==> src/source/limb_spi_pkg.sv <==
package limb_spi_pkg;

    // bus widths
    localparam int WORD_W     = 32;
    localparam int HALF_W     = 16;
    localparam int TRIG_W     = 16;
    localparam int HALF_CNT_W = 18;
    localparam int RB_ADDR_W  = 3;

    typedef logic [WORD_W-1:0] word_t;     // one spindle or muscle word
    typedef logic [HALF_W-1:0] half_t;     // host wire word

    // host trigger bits
    localparam int TRIG_HALF_CNT   = 7;    // low wire word only
    localparam int TRIG_MUSCLE_LEN = 8;    // {hi, lo}

    // readback map, 6 and 7 read zero
    localparam logic [RB_ADDR_W-1:0] RB_LEN_LO = 3'd0;
    localparam logic [RB_ADDR_W-1:0] RB_LEN_HI = 3'd1;
    localparam logic [RB_ADDR_W-1:0] RB_TRI_LO = 3'd2;
    localparam logic [RB_ADDR_W-1:0] RB_TRI_HI = 3'd3;
    localparam logic [RB_ADDR_W-1:0] RB_BIC_LO = 3'd4;
    localparam logic [RB_ADDR_W-1:0] RB_BIC_HI = 3'd5;

    // values after reset
    localparam word_t                 LEN_RESET        = '0;
    localparam word_t                 RATE_RESET       = '0;
    localparam logic [HALF_CNT_W-1:0] HALF_CNT_DEFAULT = 18'd400;

endpackage

==> src/source/param_bank.sv <==
`timescale 1ns/1ns

module param_bank #(
    parameter logic [limb_spi_pkg::HALF_CNT_W-1:0] RESET_HALF_CNT =
        limb_spi_pkg::HALF_CNT_DEFAULT
) (
    input  logic                                   ep50trig,
    input  logic                                   reset_global,
    input  logic [limb_spi_pkg::TRIG_W-1:0]        i_trig,
    input  limb_spi_pkg::half_t                    i_wire_lo,
    input  limb_spi_pkg::half_t                    i_wire_hi,
    input  logic [limb_spi_pkg::RB_ADDR_W-1:0]     i_rb_addr,
    input  limb_spi_pkg::word_t                    i_bic_rate,
    input  limb_spi_pkg::word_t                    i_tri_rate,
    output logic [limb_spi_pkg::HALF_CNT_W-1:0]    o_half_cnt,
    output limb_spi_pkg::word_t                    o_muscle_len,
    output limb_spi_pkg::half_t                    o_rb_data
);

    localparam int HW = limb_spi_pkg::HALF_W;
    localparam int WW = limb_spi_pkg::WORD_W;

    logic ld_half_cnt;
    logic ld_muscle_len;

    assign ld_half_cnt   = i_trig[limb_spi_pkg::TRIG_HALF_CNT];
    assign ld_muscle_len = i_trig[limb_spi_pkg::TRIG_MUSCLE_LEN];

    ////////////////////
    // trigger-loaded registers
    ////////////////////

    // tick half-count, zero-extended from the low wire word
    always_ff @(posedge ep50trig or posedge reset_global) begin
        if (reset_global) begin
            o_half_cnt <= RESET_HALF_CNT;
        end else if (ld_half_cnt) begin
            o_half_cnt <= limb_spi_pkg::HALF_CNT_W'(i_wire_lo);
        end
    end

    // muscle length sent to both spindle chips
    always_ff @(posedge ep50trig or posedge reset_global) begin
        if (reset_global) begin
            o_muscle_len <= limb_spi_pkg::LEN_RESET;
        end else if (ld_muscle_len) begin
            o_muscle_len <= {i_wire_hi, i_wire_lo};
        end
    end

    ////////////////////
    // host readback
    ////////////////////

    always_comb begin
        case (i_rb_addr)
            limb_spi_pkg::RB_LEN_LO: o_rb_data = o_muscle_len[HW-1:0];
            limb_spi_pkg::RB_LEN_HI: o_rb_data = o_muscle_len[WW-1:HW];
            limb_spi_pkg::RB_TRI_LO: o_rb_data = i_tri_rate[HW-1:0];
            limb_spi_pkg::RB_TRI_HI: o_rb_data = i_tri_rate[WW-1:HW];
            limb_spi_pkg::RB_BIC_LO: o_rb_data = i_bic_rate[HW-1:0];
            limb_spi_pkg::RB_BIC_HI: o_rb_data = i_bic_rate[WW-1:HW];
            default:                 o_rb_data = '0;    // unmapped
        endcase
    end

    // a zero half-count can only come from the host writing zero
    a_half_cnt_zero_written: assert property (
        @(posedge ep50trig) disable iff (reset_global)
        (o_half_cnt == '0) |->
            ($past(o_half_cnt) == '0) || $past(ld_half_cnt && (i_wire_lo == '0))
    ) else $error("half-count became zero without a zero write");

endmodule

==> src/source/sim_tick_gen.sv <==
`timescale 1ns/1ns

module sim_tick_gen (
    input  logic                                ep50trig,
    input  logic                                reset_global,
    input  logic [limb_spi_pkg::HALF_CNT_W-1:0] i_half_cnt,
    output logic                                o_sim_tick
);

    logic [limb_spi_pkg::HALF_CNT_W-1:0] cnt;
    logic                                running;    // low only in the first cycle out of reset

    // down-counter, reload picks up a new half-count only at the wrap
    always_ff @(posedge ep50trig or posedge reset_global) begin
        if (reset_global) begin
            cnt     <= '0;
            running <= 1'b0;
        end else begin
            running <= 1'b1;
            if (!running || cnt == '0) begin
                cnt <= i_half_cnt;
            end else begin
                cnt <= cnt - 1'b1;
            end
        end
    end

    // one cycle per wrap, period is half-count + 1
    assign o_sim_tick = running && (cnt == '0);

    a_tick_single: assert property (
        @(posedge ep50trig) disable iff (reset_global)
        o_sim_tick |=> !o_sim_tick || ($past(i_half_cnt) == '0)
    ) else $error("sim tick held high with a nonzero half-count");

endmodule

==> src/source/spi_frame_tx.sv <==
`timescale 1ns/1ns

module spi_frame_tx #(
    parameter int CLK_DIV = 13    // half-period minus one
) (
    input  logic                ep50trig,
    input  logic                reset_global,
    input  logic                i_sim_tick,
    input  limb_spi_pkg::word_t i_word,
    output logic                o_sck,
    output logic                o_mosi,
    output logic                o_ssel_n
);

    localparam int WW        = limb_spi_pkg::WORD_W;
    localparam int DIV_W     = (CLK_DIV > 0) ? $clog2(CLK_DIV + 1) : 1;
    localparam int BIT_CNT_W = $clog2(WW + 1);

    localparam logic [DIV_W-1:0]     DIV_LAST = DIV_W'(CLK_DIV);
    localparam logic [BIT_CNT_W-1:0] BIT_LAST = BIT_CNT_W'(WW);

    typedef enum logic {
        ST_IDLE,
        ST_SHIFT
    } state_t;

    state_t              state;
    logic [DIV_W-1:0]     div_cnt;
    logic [BIT_CNT_W-1:0] bit_cnt;    // falling edges so far
    limb_spi_pkg::word_t  shreg;
    logic                 half_done;

    assign half_done = (div_cnt == DIV_LAST);
    assign o_mosi    = shreg[WW-1];    // msb first

    ////////////////////
    // frame FSM
    ////////////////////

    always_ff @(posedge ep50trig or posedge reset_global) begin
        if (reset_global) begin
            state    <= ST_IDLE;
            div_cnt  <= '0;
            bit_cnt  <= '0;
            shreg    <= '0;
            o_sck    <= 1'b0;
            o_ssel_n <= 1'b1;
        end else begin
            case (state)
                ST_IDLE: begin
                    // word captured at the tick, ssel drops next cycle
                    if (i_sim_tick) begin
                        state    <= ST_SHIFT;
                        shreg    <= i_word;
                        div_cnt  <= '0;
                        bit_cnt  <= '0;
                        o_ssel_n <= 1'b0;
                    end
                end
                ST_SHIFT: begin
                    // ticks seen here are dropped
                    div_cnt <= half_done ? '0 : div_cnt + 1'b1;
                    if (half_done) begin
                        if (o_sck) begin
                            o_sck   <= 1'b0;
                            shreg   <= {shreg[WW-2:0], 1'b0};    // next bit after fall
                            bit_cnt <= bit_cnt + 1'b1;
                        end else if (bit_cnt != BIT_LAST) begin
                            o_sck <= 1'b1;
                        end else begin
                            // one idle half-period after the last fall
                            o_ssel_n <= 1'b1;
                            state    <= ST_IDLE;
                        end
                    end
                end
            endcase
        end
    end

    a_sck_idle_low: assert property (
        @(posedge ep50trig) disable iff (reset_global)
        o_ssel_n |-> !o_sck
    ) else $error("sck high while ssel is deasserted");

endmodule

==> src/source/spi_frame_rx.sv <==
`timescale 1ns/1ns

module spi_frame_rx (
    input  logic                ep50trig,
    input  logic                reset_global,
    input  logic                i_sim_tick,
    input  logic                i_sck,
    input  logic                i_mosi,
    input  logic                i_ssel_n,
    output limb_spi_pkg::word_t o_rate
);

    localparam int WW        = limb_spi_pkg::WORD_W;
    localparam int BIT_CNT_W = $clog2(WW + 1);

    localparam logic [BIT_CNT_W-1:0] BIT_FULL = BIT_CNT_W'(WW);

    logic [2:0]           sck_sync;     // [1] synchronized, [2] one cycle older
    logic [2:0]           ssel_sync;
    logic [1:0]           mosi_sync;
    logic                 sck_rise;
    logic                 ssel_rise;
    logic                 ssel_low;
    logic [BIT_CNT_W-1:0] bit_cnt;
    logic                 overrun;      // more than a word clocked in
    limb_spi_pkg::word_t  shreg;
    limb_spi_pkg::word_t  pending;

    ////////////////////
    // pin synchronizer
    ////////////////////

    always_ff @(posedge ep50trig or posedge reset_global) begin
        if (reset_global) begin
            sck_sync  <= '0;
            ssel_sync <= '1;    // idle high
            mosi_sync <= '0;
        end else begin
            sck_sync  <= {sck_sync[1:0], i_sck};
            ssel_sync <= {ssel_sync[1:0], i_ssel_n};
            mosi_sync <= {mosi_sync[0], i_mosi};
        end
    end

    assign sck_rise  = sck_sync[1] & ~sck_sync[2];
    assign ssel_rise = ssel_sync[1] & ~ssel_sync[2];
    assign ssel_low  = ~ssel_sync[1];

    // data bits, msb arrives first
    always_ff @(posedge ep50trig) begin
        if (ssel_low && sck_rise) begin
            shreg <= {shreg[WW-2:0], mosi_sync[1]};
        end
    end

    ////////////////////
    // frame check and publish
    ////////////////////

    always_ff @(posedge ep50trig or posedge reset_global) begin
        if (reset_global) begin
            bit_cnt <= '0;
            overrun <= 1'b0;
            pending <= limb_spi_pkg::RATE_RESET;
            o_rate  <= limb_spi_pkg::RATE_RESET;
        end else begin
            if (ssel_rise) begin
                // keep only an exact 32-bit frame, newest wins
                if (bit_cnt == BIT_FULL && !overrun) begin
                    pending <= shreg;
                end
                bit_cnt <= '0;
                overrun <= 1'b0;
            end else if (ssel_low && sck_rise) begin
                if (bit_cnt == BIT_FULL) begin
                    overrun <= 1'b1;
                end else begin
                    bit_cnt <= bit_cnt + 1'b1;
                end
            end
            if (i_sim_tick) begin
                o_rate <= pending;    // tick closes the latency
            end
        end
    end

    a_bit_cnt_range: assert property (
        @(posedge ep50trig) disable iff (reset_global)
        ssel_low |-> (bit_cnt <= BIT_FULL)
    ) else $error("rx bit counter past a full word");

endmodule

==> src/source/limb_link_top.sv <==
`timescale 1ns/1ns

module limb_link_top #(
    parameter int CLK_DIV = 13,
    parameter logic [limb_spi_pkg::HALF_CNT_W-1:0] RESET_HALF_CNT =
        limb_spi_pkg::HALF_CNT_DEFAULT
) (
    input  logic                               ep50trig,
    input  logic                               reset_global,
    input  logic [limb_spi_pkg::TRIG_W-1:0]    i_trig,
    input  limb_spi_pkg::half_t                i_wire_lo,
    input  limb_spi_pkg::half_t                i_wire_hi,
    input  logic [limb_spi_pkg::RB_ADDR_W-1:0] i_rb_addr,
    input  logic                               i_bic_sck,
    input  logic                               i_bic_mosi,
    input  logic                               i_bic_ssel_n,
    input  logic                               i_tri_sck,
    input  logic                               i_tri_mosi,
    input  logic                               i_tri_ssel_n,
    output limb_spi_pkg::half_t                o_rb_data,
    output logic                               o_bic_sck,
    output logic                               o_bic_mosi,
    output logic                               o_bic_ssel_n,
    output logic                               o_tri_sck,
    output logic                               o_tri_mosi,
    output logic                               o_tri_ssel_n
);

    logic [limb_spi_pkg::HALF_CNT_W-1:0] half_cnt;
    limb_spi_pkg::word_t                 muscle_len;
    limb_spi_pkg::word_t                 bic_rate;
    limb_spi_pkg::word_t                 tri_rate;
    logic                                sim_tick;

    ////////////////////
    // host registers and tick
    ////////////////////

    param_bank #(
        .RESET_HALF_CNT (RESET_HALF_CNT)
    ) param_bank_i (
        .ep50trig     (ep50trig),
        .reset_global (reset_global),
        .i_trig       (i_trig),
        .i_wire_lo    (i_wire_lo),
        .i_wire_hi    (i_wire_hi),
        .i_rb_addr    (i_rb_addr),
        .i_bic_rate   (bic_rate),
        .i_tri_rate   (tri_rate),
        .o_half_cnt   (half_cnt),
        .o_muscle_len (muscle_len),
        .o_rb_data    (o_rb_data)
    );

    sim_tick_gen sim_tick_gen_i (
        .ep50trig     (ep50trig),
        .reset_global (reset_global),
        .i_half_cnt   (half_cnt),
        .o_sim_tick   (sim_tick)
    );

    ////////////////////
    // spindle chip links
    ////////////////////

    // same length word goes to both muscles
    spi_frame_tx #(.CLK_DIV(CLK_DIV)) biceps_tx (
        .ep50trig     (ep50trig),
        .reset_global (reset_global),
        .i_sim_tick   (sim_tick),
        .i_word       (muscle_len),
        .o_sck        (o_bic_sck),
        .o_mosi       (o_bic_mosi),
        .o_ssel_n     (o_bic_ssel_n)
    );

    spi_frame_tx #(.CLK_DIV(CLK_DIV)) triceps_tx (
        .ep50trig     (ep50trig),
        .reset_global (reset_global),
        .i_sim_tick   (sim_tick),
        .i_word       (muscle_len),
        .o_sck        (o_tri_sck),
        .o_mosi       (o_tri_mosi),
        .o_ssel_n     (o_tri_ssel_n)
    );

    spi_frame_rx biceps_rx (
        .ep50trig     (ep50trig),
        .reset_global (reset_global),
        .i_sim_tick   (sim_tick),
        .i_sck        (i_bic_sck),
        .i_mosi       (i_bic_mosi),
        .i_ssel_n     (i_bic_ssel_n),
        .o_rate       (bic_rate)
    );

    spi_frame_rx triceps_rx (
        .ep50trig     (ep50trig),
        .reset_global (reset_global),
        .i_sim_tick   (sim_tick),
        .i_sck        (i_tri_sck),
        .i_mosi       (i_tri_mosi),
        .i_ssel_n     (i_tri_ssel_n),
        .o_rate       (tri_rate)
    );

endmodule

==> config.mk <==
export PLATFORM = sky130hd
export DESIGN_NAME = limb_link_top
export DESIGN_NICKNAME = d
export VERILOG_FILES = /design/src/source/limb_spi_pkg.sv /design/src/source/param_bank.sv /design/src/source/sim_tick_gen.sv /design/src/source/spi_frame_tx.sv /design/src/source/spi_frame_rx.sv /design/src/source/limb_link_top.sv
export SDC_FILE = /design/constraint.sdc
export NUM_CORES = 1
export LEC_CHECK = 0
export BUFFER_PORTS_ARGS = -buffer_cell sky130_fd_sc_hd__buf_2
export CORE_MARGIN = 2
export CORE_UTILIZATION = 63
export CTS_BUF_LIST = sky130_fd_sc_hd__clkbuf_4 sky130_fd_sc_hd__clkbuf_8
export CTS_CLUSTER_SIZE = 30
export DETAILED_ROUTE_END_ITERATION = 8
export PLACE_DENSITY = 0.93
export SETUP_SLACK_MARGIN = 0.4
export SYNTH_ARGS = -nofsm -noshare
export SYNTH_HDL_FRONTEND = slang
export SYNTH_SLANG_ARGS = --single-unit
==> constraint.sdc <==
create_clock -name ep50trig -period 13.16 [get_ports ep50trig]
set_input_delay 2.632 -clock ep50trig [delete_from_list [all_inputs] [get_ports ep50trig]]
set_output_delay 2.632 -clock ep50trig [all_outputs]
set_load 0.02 [all_outputs]
==> flow_summary.toml, run 1 <==
[pwr]
p_comb_frac = 0.071
p_sw_frac = 0.252
finalPower_mw = 2.50
sequentialPowerShare = 0.529
power_density_nw_per_um2 = 144
p_int_mw = 1.87
ir_drop_mv = 0.104
p_switching_mw = 0.630
leakage_nw = 8.20
pwr-share-clk = 0.400

[floorplanning]
pin_count = 81
fp.coreArea_um2 = 24400
start_util = 0.644
die-area_um2 = 26200
dieWidth_um = 162
die_h_um = 162
rows = 57

[worst_setup_path]
worstSetupPathType = "in -> out"
path_max_fanout = 31
r2r_slack_ps = 9770
worstSetupStartpointType = "primary input"
worstReg2RegEnd = "triceps_tx.shreg[20]"
max_stage_delay_ps = 650
crit_top_cell = "buf_2"
crit_chain = "buf_2 -> clkinv_1 -> nor3_1 -> nand2_1 -> o221ai_1 -> buf_2"
critPathTopFamily = "buffers and inverters"
cp-end-kind = "output port"
crit_arrival_ps = 4790
critical_path_required_ps = 10530
crit_buf_inv = 3
reg2reg_from = "sim_tick_gen_i.cnt[0]"
worstRegToRegCells = 8
slowest_stage = "nor3_1"

[cts]
cts_tree = "yes"
cts.clk_slew.worst_paths_ps = 70
cts_setup_buffers = 0
clock_sinks = 379
cts_hold_buf = 0
cts_htree_levels = 2
numCtsBuffers = 57
ctsResizeCount = 0
ctsLongestPathBuffers = 3
root_buffer = "clkbuf_8"
clkLatencyLatePin_ps = 620

[hold_path]
min-delay-start = "triceps_rx.sck_sync[0]"
hold_class = "reg -> reg"
worstHoldEndpoint = "triceps_rx.sck_sync[1]"
holdPathStages = 0

[flow_run]
maxCapViolCount = 0

[final_layout]
layout-drive-gt1-share = 0.242
fin_area_um2 = 17400
nNetsFinal = 1476
syn2layout_area_growth_pct = 11.1

[placement]
gp_congestion = 0.846
postPlaceCellArea_um2 = 16200
dp.final_hpwl_mm = 22.3
port_buffers = 66

[global_routing]
track_usage = 0.280
grt_max_degree = 151
antenna_found_initial = 2
grt_pass1_vias = 11000
grt-ovfl-total = 0
grt_first_pass_wirelength_mm = 57.6

[status]
outcome = "completed"

[yosys]
async_reset_ff_frac = 0.831
netlist-cell-type-count = 57
synth_edf_count = 64
synth_ff_type = "dfrtp_1"
ys_top_cells_by_area = "dfrtp_1 48%, edfxtp_1 12%, mux2_2 8.7%"
syn_inst = 1344
netlist_top_cells_count = "304 x dfrtp_1, 252 x nand2_1, 121 x mux2_2, 113 x nor2_1, 64 x edfxtp_1"
ys_seq_area_frac = 0.625
synth_most_common_cell = "dfrtp_1"
ys_ff_latch = 379
yosysTopAreaCell = "dfrtp_1"
synth_top_area_share = 0.485
synth.net_count = 1416
synth_warnings = 0
postSynthAreaPerCell_um2 = 11.7
syn-cell-area_um2 = 15700

[timing]
slew_headroom = 0.189
fin_skew_ps = 41.5
period_minus_slack_ps = 7420
finalSetupViolations = 0
tightest_slew_ps = 1210
tns_ps = 0
fmax_mhz = 135
post-route-period-util = 0.564
maxSlewViolCount = 0
rsz0062_at_grt = "false"
finalHoldViolCount = 0

[drt]
drt_wl_total_mm = 35.8
viasPerCell = 6.15
drcViolationCount = 0
drt_first_pass_iters = 6
drt_iter0_drc = 1211
wl_per_cell_um = 20.1
route.vias.total = 10900
ant_nets = 0
## through the flow
stage               cells  hold WS, ps  utilization  setup slack (ps)
floorplan            1344          331            -              1830
detailed placement   1669          341        0.665              5910
global route         1778          349        0.715              5610
global placement     1669          334        0.665              6010
CTS                  1776          355        0.715              5800
finish               1779          348        0.715              5740
## cell families after synthesis
logic type	Yosys count	share of synthesized area
other cells	1	0.000239
flops	379	0.625
fa+ha+maj	13	0.0104
mux	143	0.103
buf+inv	101	0.0270
compound gates	217	0.0909
simple gates	464	0.128
xor+xnor	26	0.0145
## registers in the layout (all words and copies together) (netlist names), 16 cells and up
name / count
sim_tick_gen_i.cnt: 18
biceps_rx.o_rate: 32
triceps_tx.shreg: 32
biceps_tx.shreg: 32
param_bank_i.o_half_cnt: 16
triceps_rx.shreg: 32
param_bank_i.o_muscle_len: 32
biceps_rx.shreg: 32
triceps_rx.o_rate: 32
biceps_rx.pending: 32
triceps_rx.pending: 32
## final cells by class
| type | count | area (um2) |
|---|---|---|
| diodes | 3 | 7.51 |
| clock buffers | 94 | 1120 |
| clock inverters | 13 | 82.6 |
| fillers | 1583 | 6950 |
| inverters | 23 | 93.8 |
| multi-input cells | 864 | 5480 |
| flip-flops and latches | 379 | 9820 |
| well taps | 324 | 405 |
| repair buffers | 79 | 428 |
## power groups by stage
stage / combinational (mW) / sequential [mW] / clock [mW]
after floorplan: 0.131 / 1.32 / 0
after global placement: 0.164 / 1.34 / 0
after detailed placement: 0.176 / 1.34 / 0
after CTS: 0.179 / 1.32 / 1.01
after global routing: 0.202 / 1.33 / 1.06
final: 0.178 / 1.33 / 1.00
## worst max-delay path by stage
stage,depth (start not counted),start,to,slack [ps]
2_1_floorplan,1,reset_global,biceps_rx.bit_cnt[0],1830
3_3_place_gp,6,i_rb_addr[1],o_rb_data[14],6010
3_5_place_dp,6,i_rb_addr[1],o_rb_data[11],5910
4_1_cts,6,i_rb_addr[1],o_rb_data[2],5800
5_1_grt,6,i_rb_addr[1],o_rb_data[2],5610
6_report,6,i_rb_addr[1],o_rb_data[2],5740
## per-layer routing
metal / part of all wire / wire, um / global-route usage / up-vias
met5: 0 / 0 / 0 / -
met4: 0.043 / 1540 / 0.129 / 0
met3: 0.083 / 2960 / 0.0595 / 119
met2: 0.49 / 17700 / 0.464 / 507
met1: 0.38 / 13600 / 0.360 / 5496
li1: - / - / - / 4823
## cells in the final DEF (no fill, tap or decap), types with 12 or more instances in the layout
| cell type | Yosys | routed |
|---|---|---|
| a21oi_1 | 47 | 47 |
| buf_2 | 18 | 66 |
| buf_4 | 4 | 13 |
| clkbuf_4 | 0 | 27 |
| clkbuf_8 | 0 | 67 |
| dfrtp_1 | 304 | 304 |
| edfxtp_1 | 64 | 64 |
| ha_1 | 13 | 13 |
| inv_1 | 22 | 21 |
| mux2_2 | 121 | 121 |
| mux2i_1 | 19 | 19 |
| nand2_1 | 252 | 252 |
| nand3_1 | 30 | 30 |
| nor2_1 | 113 | 113 |
| nor3_1 | 12 | 12 |
| o21ai_0 | 53 | 53 |
| o221a_2 | 20 | 20 |
| o22ai_1 | 37 | 37 |
| xor2_1 | 15 | 15 |
Power figures use the tool's default switching activity.
==> run 2: changes to the inputs <==
--- a/config.mk
+++ b/config.mk
@@ -5,13 +5,14 @@
 export SDC_FILE = /design/constraint.sdc
 export NUM_CORES = 1
 export LEC_CHECK = 0
+export ABC_AREA = 1
 export BUFFER_PORTS_ARGS = -buffer_cell sky130_fd_sc_hd__buf_2
 export CORE_MARGIN = 2
-export CORE_UTILIZATION = 63
+export CORE_UTILIZATION = 57
 export CTS_BUF_LIST = sky130_fd_sc_hd__clkbuf_4 sky130_fd_sc_hd__clkbuf_8
 export CTS_CLUSTER_SIZE = 30
 export DETAILED_ROUTE_END_ITERATION = 8
-export PLACE_DENSITY = 0.93
+export PLACE_DENSITY = 0.89
 export SETUP_SLACK_MARGIN = 0.4
 export SYNTH_ARGS = -nofsm -noshare
 export SYNTH_HDL_FRONTEND = slang
==> constraint.sdc (replaced) <==
create_clock -name ep50trig -period 6.6 [get_ports ep50trig]
set_input_delay 1.32 -clock ep50trig [delete_from_list [all_inputs] [get_ports ep50trig]]
set_output_delay 1.32 -clock ep50trig [all_outputs]
set_load 0.02 [all_outputs]
==> run 2 against run 1 <==
Sequential share of layout area is 1.5 points lower. Synthesized cell count increased by 27%. Area after synthesis is 2.7% higher. Power rose by 110%. Largest cell class unchanged.
==> flow_summary.toml, run 2 <==
[status]
outcome = "completed"

[worst_setup_path]
path_max_fanout = 16
worstSetupPathType = "in -> out"
cp-end-kind = "output port"
critical_path_required_ps = 5280
worstSetupStartpointType = "primary input"
crit_arrival_ps = 3220

[global_routing]
track_usage = 0.266
grt_pass1_vias = 12200
top_usage_layer = "met2"
grt_use_met2 = 0.420
grt_use_met3 = 0.0581
globalRouteMet1Util = 0.354
grt_max_degree = 167
grt_first_pass_wirelength_mm = 61.9
antenna_found_initial = 1
grt-ovfl-total = 0

[drt]
wl_per_cell_um = 17.8
route.vias.total = 12700
drt_wl_total_mm = 38.8
ant_nets = 0
drt_iter0_drc = 1635
viasPerCell = 5.80
drt_first_pass_iters = 6
drcViolationCount = 0

[timing]
fmax_mhz = 220
post-route-period-util = 0.687
finalHoldViolCount = 0
tightest_slew_ps = 1280
period_minus_slack_ps = 4540
rsz0062_at_grt = "false"
slew_headroom = 0.141
fin_skew_ps = 35.3
maxSlewViolCount = 0
tns_ps = 0
finalSetupViolations = 0

[cts]
cts.clk_slew.worst_paths_ps = 60
cts_htree_levels = 2
cts_tree = "yes"
numCtsBuffers = 58
clock_sinks = 379
ctsResizeCount = 0
cts_hold_buf = 0
ctsLongestPathBuffers = 3
root_buffer = "clkbuf_8"
clkLatencyLatePin_ps = 620
cts_setup_buffers = 0

[final_layout]
syn2layout_area_growth_pct = 11.1
layout_commonest_cell = "nand2_1"
multi_input_area_um2 = 5330
layoutNonFillerInstCount = 2183
nNetsFinal = 1826
fillers = 2048
final_cell_mix = "393 x nand2_1, 302 x dfrtp_1, 237 x nand3_1"
layout-drive-gt1-share = 0.131
ff_latch_area_um2 = 9820

[floorplanning]
fp.coreArea_um2 = 27900
pin_count = 81
die-area_um2 = 29700
rows = 61
die_h_um = 172
dieWidth_um = 172
start_util = 0.579

[yosys]
async_reset_ff_frac = 0.831
synth_edf_count = 64
postSynthAreaPerCell_um2 = 9.43
ys_ff_latch = 379
yosysTopAreaCell = "dfrtp_1"
synth_most_common_cell = "nand2_1"
ys_seq_area_frac = 0.609
syn-cell-area_um2 = 16100
netlist-cell-type-count = 36
syn_inst = 1710
synth_ff_type = "dfrtp_1"
ys_top_cells_by_area = "dfrtp_1 47%, edfxtp_1 12%, nand2_1 9.1%"
synth_top_area_share = 0.472
synth_warnings = 0
synth.net_count = 1782
netlist_top_cells_count = "393 x nand2_1, 304 x dfrtp_1, 238 x nand3_1, 169 x o21ai_0, 147 x inv_1"

[pwr]
power_density_nw_per_um2 = 294
leakage_nw = 8.62
ir_drop_mv = 0.240

[placement]
dp_cells = 2072
dp.final_hpwl_mm = 23.5
gp_congestion = 0.906
port_buffers = 66

[flow_run]
maxCapViolCount = 0

[hold_path]
hold_class = "reg -> reg"
run 2: critical path: stages:
cell and delay [ps]:
buf_2 130, nor3_2 1020, a22oi_1 270, o211ai_1 240, buf_2 230
run 2: final timing paths:
path | to | startpoint | depth (start not counted) | slack, ps
worst max-delay path | o_rb_data[2] | i_rb_addr[2] | 5 | 2060
worst max register to register | biceps_tx.shreg[10] | sim_tick_gen_i.cnt[0] | 9 | 3260
worst min-delay path | triceps_rx.sck_sync[1] | triceps_rx.sck_sync[0] | 0 | 350
min in group asynchronous | biceps_tx.shreg[22] | reset_global | 2 | 920
worst min register to register | triceps_rx.sck_sync[1] | triceps_rx.sck_sync[0] | 0 | 350
max in group asynchronous | triceps_rx.bit_cnt[0] | reset_global | 3 | 4280
run 2: final cells by class:
cell class / instances / area share
flip-flops and latches: 379 / 0.548
multi-input cells: 1086 / 0.297
clock buffers: 92 / 0.0647
inverters: 150 / 0.0316
well taps: 378 / 0.0264
repair buffers: 79 / 0.0246
clock inverters: 18 / 0.00740
diodes: 1 / 0.000140
run 2: report_power, final:
part / internal (mW) / switching (mW) / total, mW
sequential: 2.53 / 0.126 / 2.66
clock: 1.17 / 0.932 / 2.10
combinational: 0.171 / 0.341 / 0.512
run 2: through the flow:
step / cell area [um2] / total power, mW / util / setup slack [ps] / hold slack [ps]
after global routing: 17900 / 5.48 / 0.643 / 1990 / 360
after floorplan: 16100 / 3.02 / - / 1090 / 331
after detailed placement: 16600 / 3.19 / 0.597 / 2170 / 339
final: 17900 / 5.27 / 0.643 / 2060 / 352
after global placement: 16600 / 3.15 / 0.597 / 2210 / 332
after CTS: 17900 / 5.28 / 0.643 / 2140 / 355
run 2: layer usage:
| layer | wire length, um | up-vias |
|---|---|---|
| met5 | 8 | - |
| met4 | 1690 | 2 |
| met3 | 3690 | 139 |
| met2 | 18600 | 700 |
| met1 | 14900 | 6083 |
| li1 | - | 5746 |
run 2: kinds of logic after synthesis:
kind of cell / count (synthesis) / share of synthesized area
other: 1 / 0.000232
flip-flops: 379 / 0.609
adder cells (fa/ha/maj): 13 / 0.0101
AO/OA/AOI/OAI: 278 / 0.0926
buffers and inverters: 245 / 0.0624
AND/OR/NAND/NOR: 757 / 0.204
XOR/XNOR: 24 / 0.0130
multiplexers: 13 / 0.00908
==> run 3: changes to the inputs <==
--- a/config.mk
+++ b/config.mk
@@ -8,11 +8,11 @@
 export ABC_AREA = 1
 export BUFFER_PORTS_ARGS = -buffer_cell sky130_fd_sc_hd__buf_2
 export CORE_MARGIN = 2
-export CORE_UTILIZATION = 57
+export CORE_UTILIZATION = 63
 export CTS_BUF_LIST = sky130_fd_sc_hd__clkbuf_4 sky130_fd_sc_hd__clkbuf_8
 export CTS_CLUSTER_SIZE = 30
 export DETAILED_ROUTE_END_ITERATION = 8
-export PLACE_DENSITY = 0.89
+export PLACE_DENSITY = 0.93
 export SETUP_SLACK_MARGIN = 0.4
 export SYNTH_ARGS = -nofsm -noshare
 export SYNTH_HDL_FRONTEND = slang
==> constraint.sdc (replaced) <==
create_clock -name ep50trig -period 4.4 [get_ports ep50trig]
set_input_delay 0.88 -clock ep50trig [delete_from_list [all_inputs] [get_ports ep50trig]]
set_output_delay 0.88 -clock ep50trig [all_outputs]
set_load 0.02 [all_outputs]
==> run 3 against run 2 <==
Combinational power increased by 54%. Die area decreased by 9.3%. Non-clock buffer count increased by 8. Power increased by 46%. Largest power group unchanged.
==> flow_summary.toml, run 3 (synthesis gave the netlist of run 2 again) <==
[cts]
cts_tree = "yes"
clkLatencyLatePin_ps = 620
ctsResizeCount = 0
cts_htree_levels = 2
cts_hold_buf = 0
cts.clk_slew.worst_paths_ps = 60
clock_sinks = 379
root_buffer = "clkbuf_8"
numCtsBuffers = 58
cts_setup_buffers = 0
ctsLongestPathBuffers = 3

[flow_run]
maxCapViolCount = 0

[hold_path]
holdPathStages = 0
hold_class = "reg -> reg"

[worst_setup_path]
critical_path_required_ps = 3520
slowest_stage = "nand3_1"
crit_arrival_ps = 2700
crit_chain = "buf_2 -> inv_1 -> nand3_1 -> o22ai_1 -> a21oi_1 -> o211ai_1 -> buf_2"
worstSetupPathType = "in -> out"
worstSetupStartpointType = "primary input"
worstRegToRegCells = 9
path_max_fanout = 16
crit_top_cell = "buf_2"
max_stage_delay_ps = 560
cp-end-kind = "output port"

[drt]
wl_per_cell_um = 18.6
route.vias.total = 13000
drt_iter0_drc = 1639
drt_first_pass_iters = 8
ant_nets = 0
drt_wl_total_mm = 39.9
drcViolationCount = 0
viasPerCell = 6.06

[floorplanning]
start_util = 0.641
fp.coreArea_um2 = 25200
rows = 58
die_h_um = 164
die-area_um2 = 26900
dieWidth_um = 164
pin_count = 81

[final_layout]
nNetsFinal = 1834
fillers = 1658
fin_area_um2 = 17800
layout-drive-gt1-share = 0.134
syn2layout_area_growth_pct = 10.3
layout_commonest_cell = "nand2_1"
final_cell_mix = "393 x nand2_1, 302 x dfrtp_1, 237 x nand3_1"

[global_routing]
track_usage = 0.306
grt_first_pass_wirelength_mm = 64.3
grt_pass1_vias = 12600
grt-ovfl-total = 0
grt_max_degree = 125
antenna_found_initial = 2

[placement]
postPlaceCellArea_um2 = 16600
gp_congestion = 0.930
dp.final_hpwl_mm = 24.0
port_buffers = 66

[timing]
holdWs_ps = 350
finalHoldViolCount = 0
fin_skew_ps = 38.3
tightest_slew_ps = 1200
tns_ps = 0
finalSetupViolations = 0
post-route-period-util = 0.813
slew_headroom = 0.199
period_minus_slack_ps = 3580
maxSlewViolCount = 0
rsz0062_at_grt = "false"
fmax_mhz = 279

[status]
outcome = "completed"

[pwr]
power_density_nw_per_um2 = 431
ir_drop_mv = 0.338
leakage_nw = 8.59
==> run 3: worst paths after layout <==
check / from / endpoint / slack [ps]
setup / recovery: i_rb_addr[1] / o_rb_data[5] / 820
hold / removal: biceps_rx.sck_sync[0] / biceps_rx.sck_sync[1] / 350
setup reg to reg: sim_tick_gen_i.cnt[0] / biceps_tx.shreg[11] / 1380
hold reg to reg: biceps_rx.sck_sync[0] / biceps_rx.sck_sync[1] / 350
max in group asynchronous: reset_global / biceps_tx.state / 2820
min in group asynchronous: reset_global / biceps_tx.shreg[20] / 410
==> run 3: critical path: cells and delay by family <==
family | cells | cell delay [ps]
AO/OA/AOI/OAI | 3 | 780
buffers and inverters | 3 | 470
AND/OR/NAND/NOR | 1 | 560
==> run 3: per-layer routing <==
| metal | vias up | GRT usage | share of wire |
|---|---|---|---|
| met5 | - | 0 | 0.00030 |
| met4 | 2 | 0.163 | 0.054 |
| met3 | 178 | 0.0710 | 0.097 |
| met2 | 775 | 0.486 | 0.48 |
| met1 | 6275 | 0.396 | 0.37 |
| li1 | 5749 | - | - |
==> run 3: final cells by class <==
| class | count | area, um2 | area share |
|---|---|---|---|
| multi-input combinational | 1086 | 5330 | 0.299 |
| clock inverter | 24 | 121 | 0.00682 |
| antenna | 1 | 2.50 | 0.000141 |
| inverter | 150 | 567 | 0.0318 |
| tap | 330 | 413 | 0.0232 |
| sequential | 379 | 9820 | 0.552 |
| clock buffer | 84 | 1030 | 0.0579 |
| timing repair buffer | 87 | 513 | 0.0288 |
==> run 3: per-stage QoR <==
stage	instances	power [mW]	setup WS, ps	util
after detailed placement	2032	4.79	952	0.661
after floorplan	1710	4.53	-668	-
after global placement	2032	4.72	1060	0.661
final	2141	7.67	821	0.707
after CTS	2140	7.67	910	0.707
after global routing	2140	7.96	761	0.707
==> run 3: where the power goes <==
part	switching, mW	internal [mW]
clock network	1.40	1.51
logic	0.529	0.258
registers	0.176	3.80
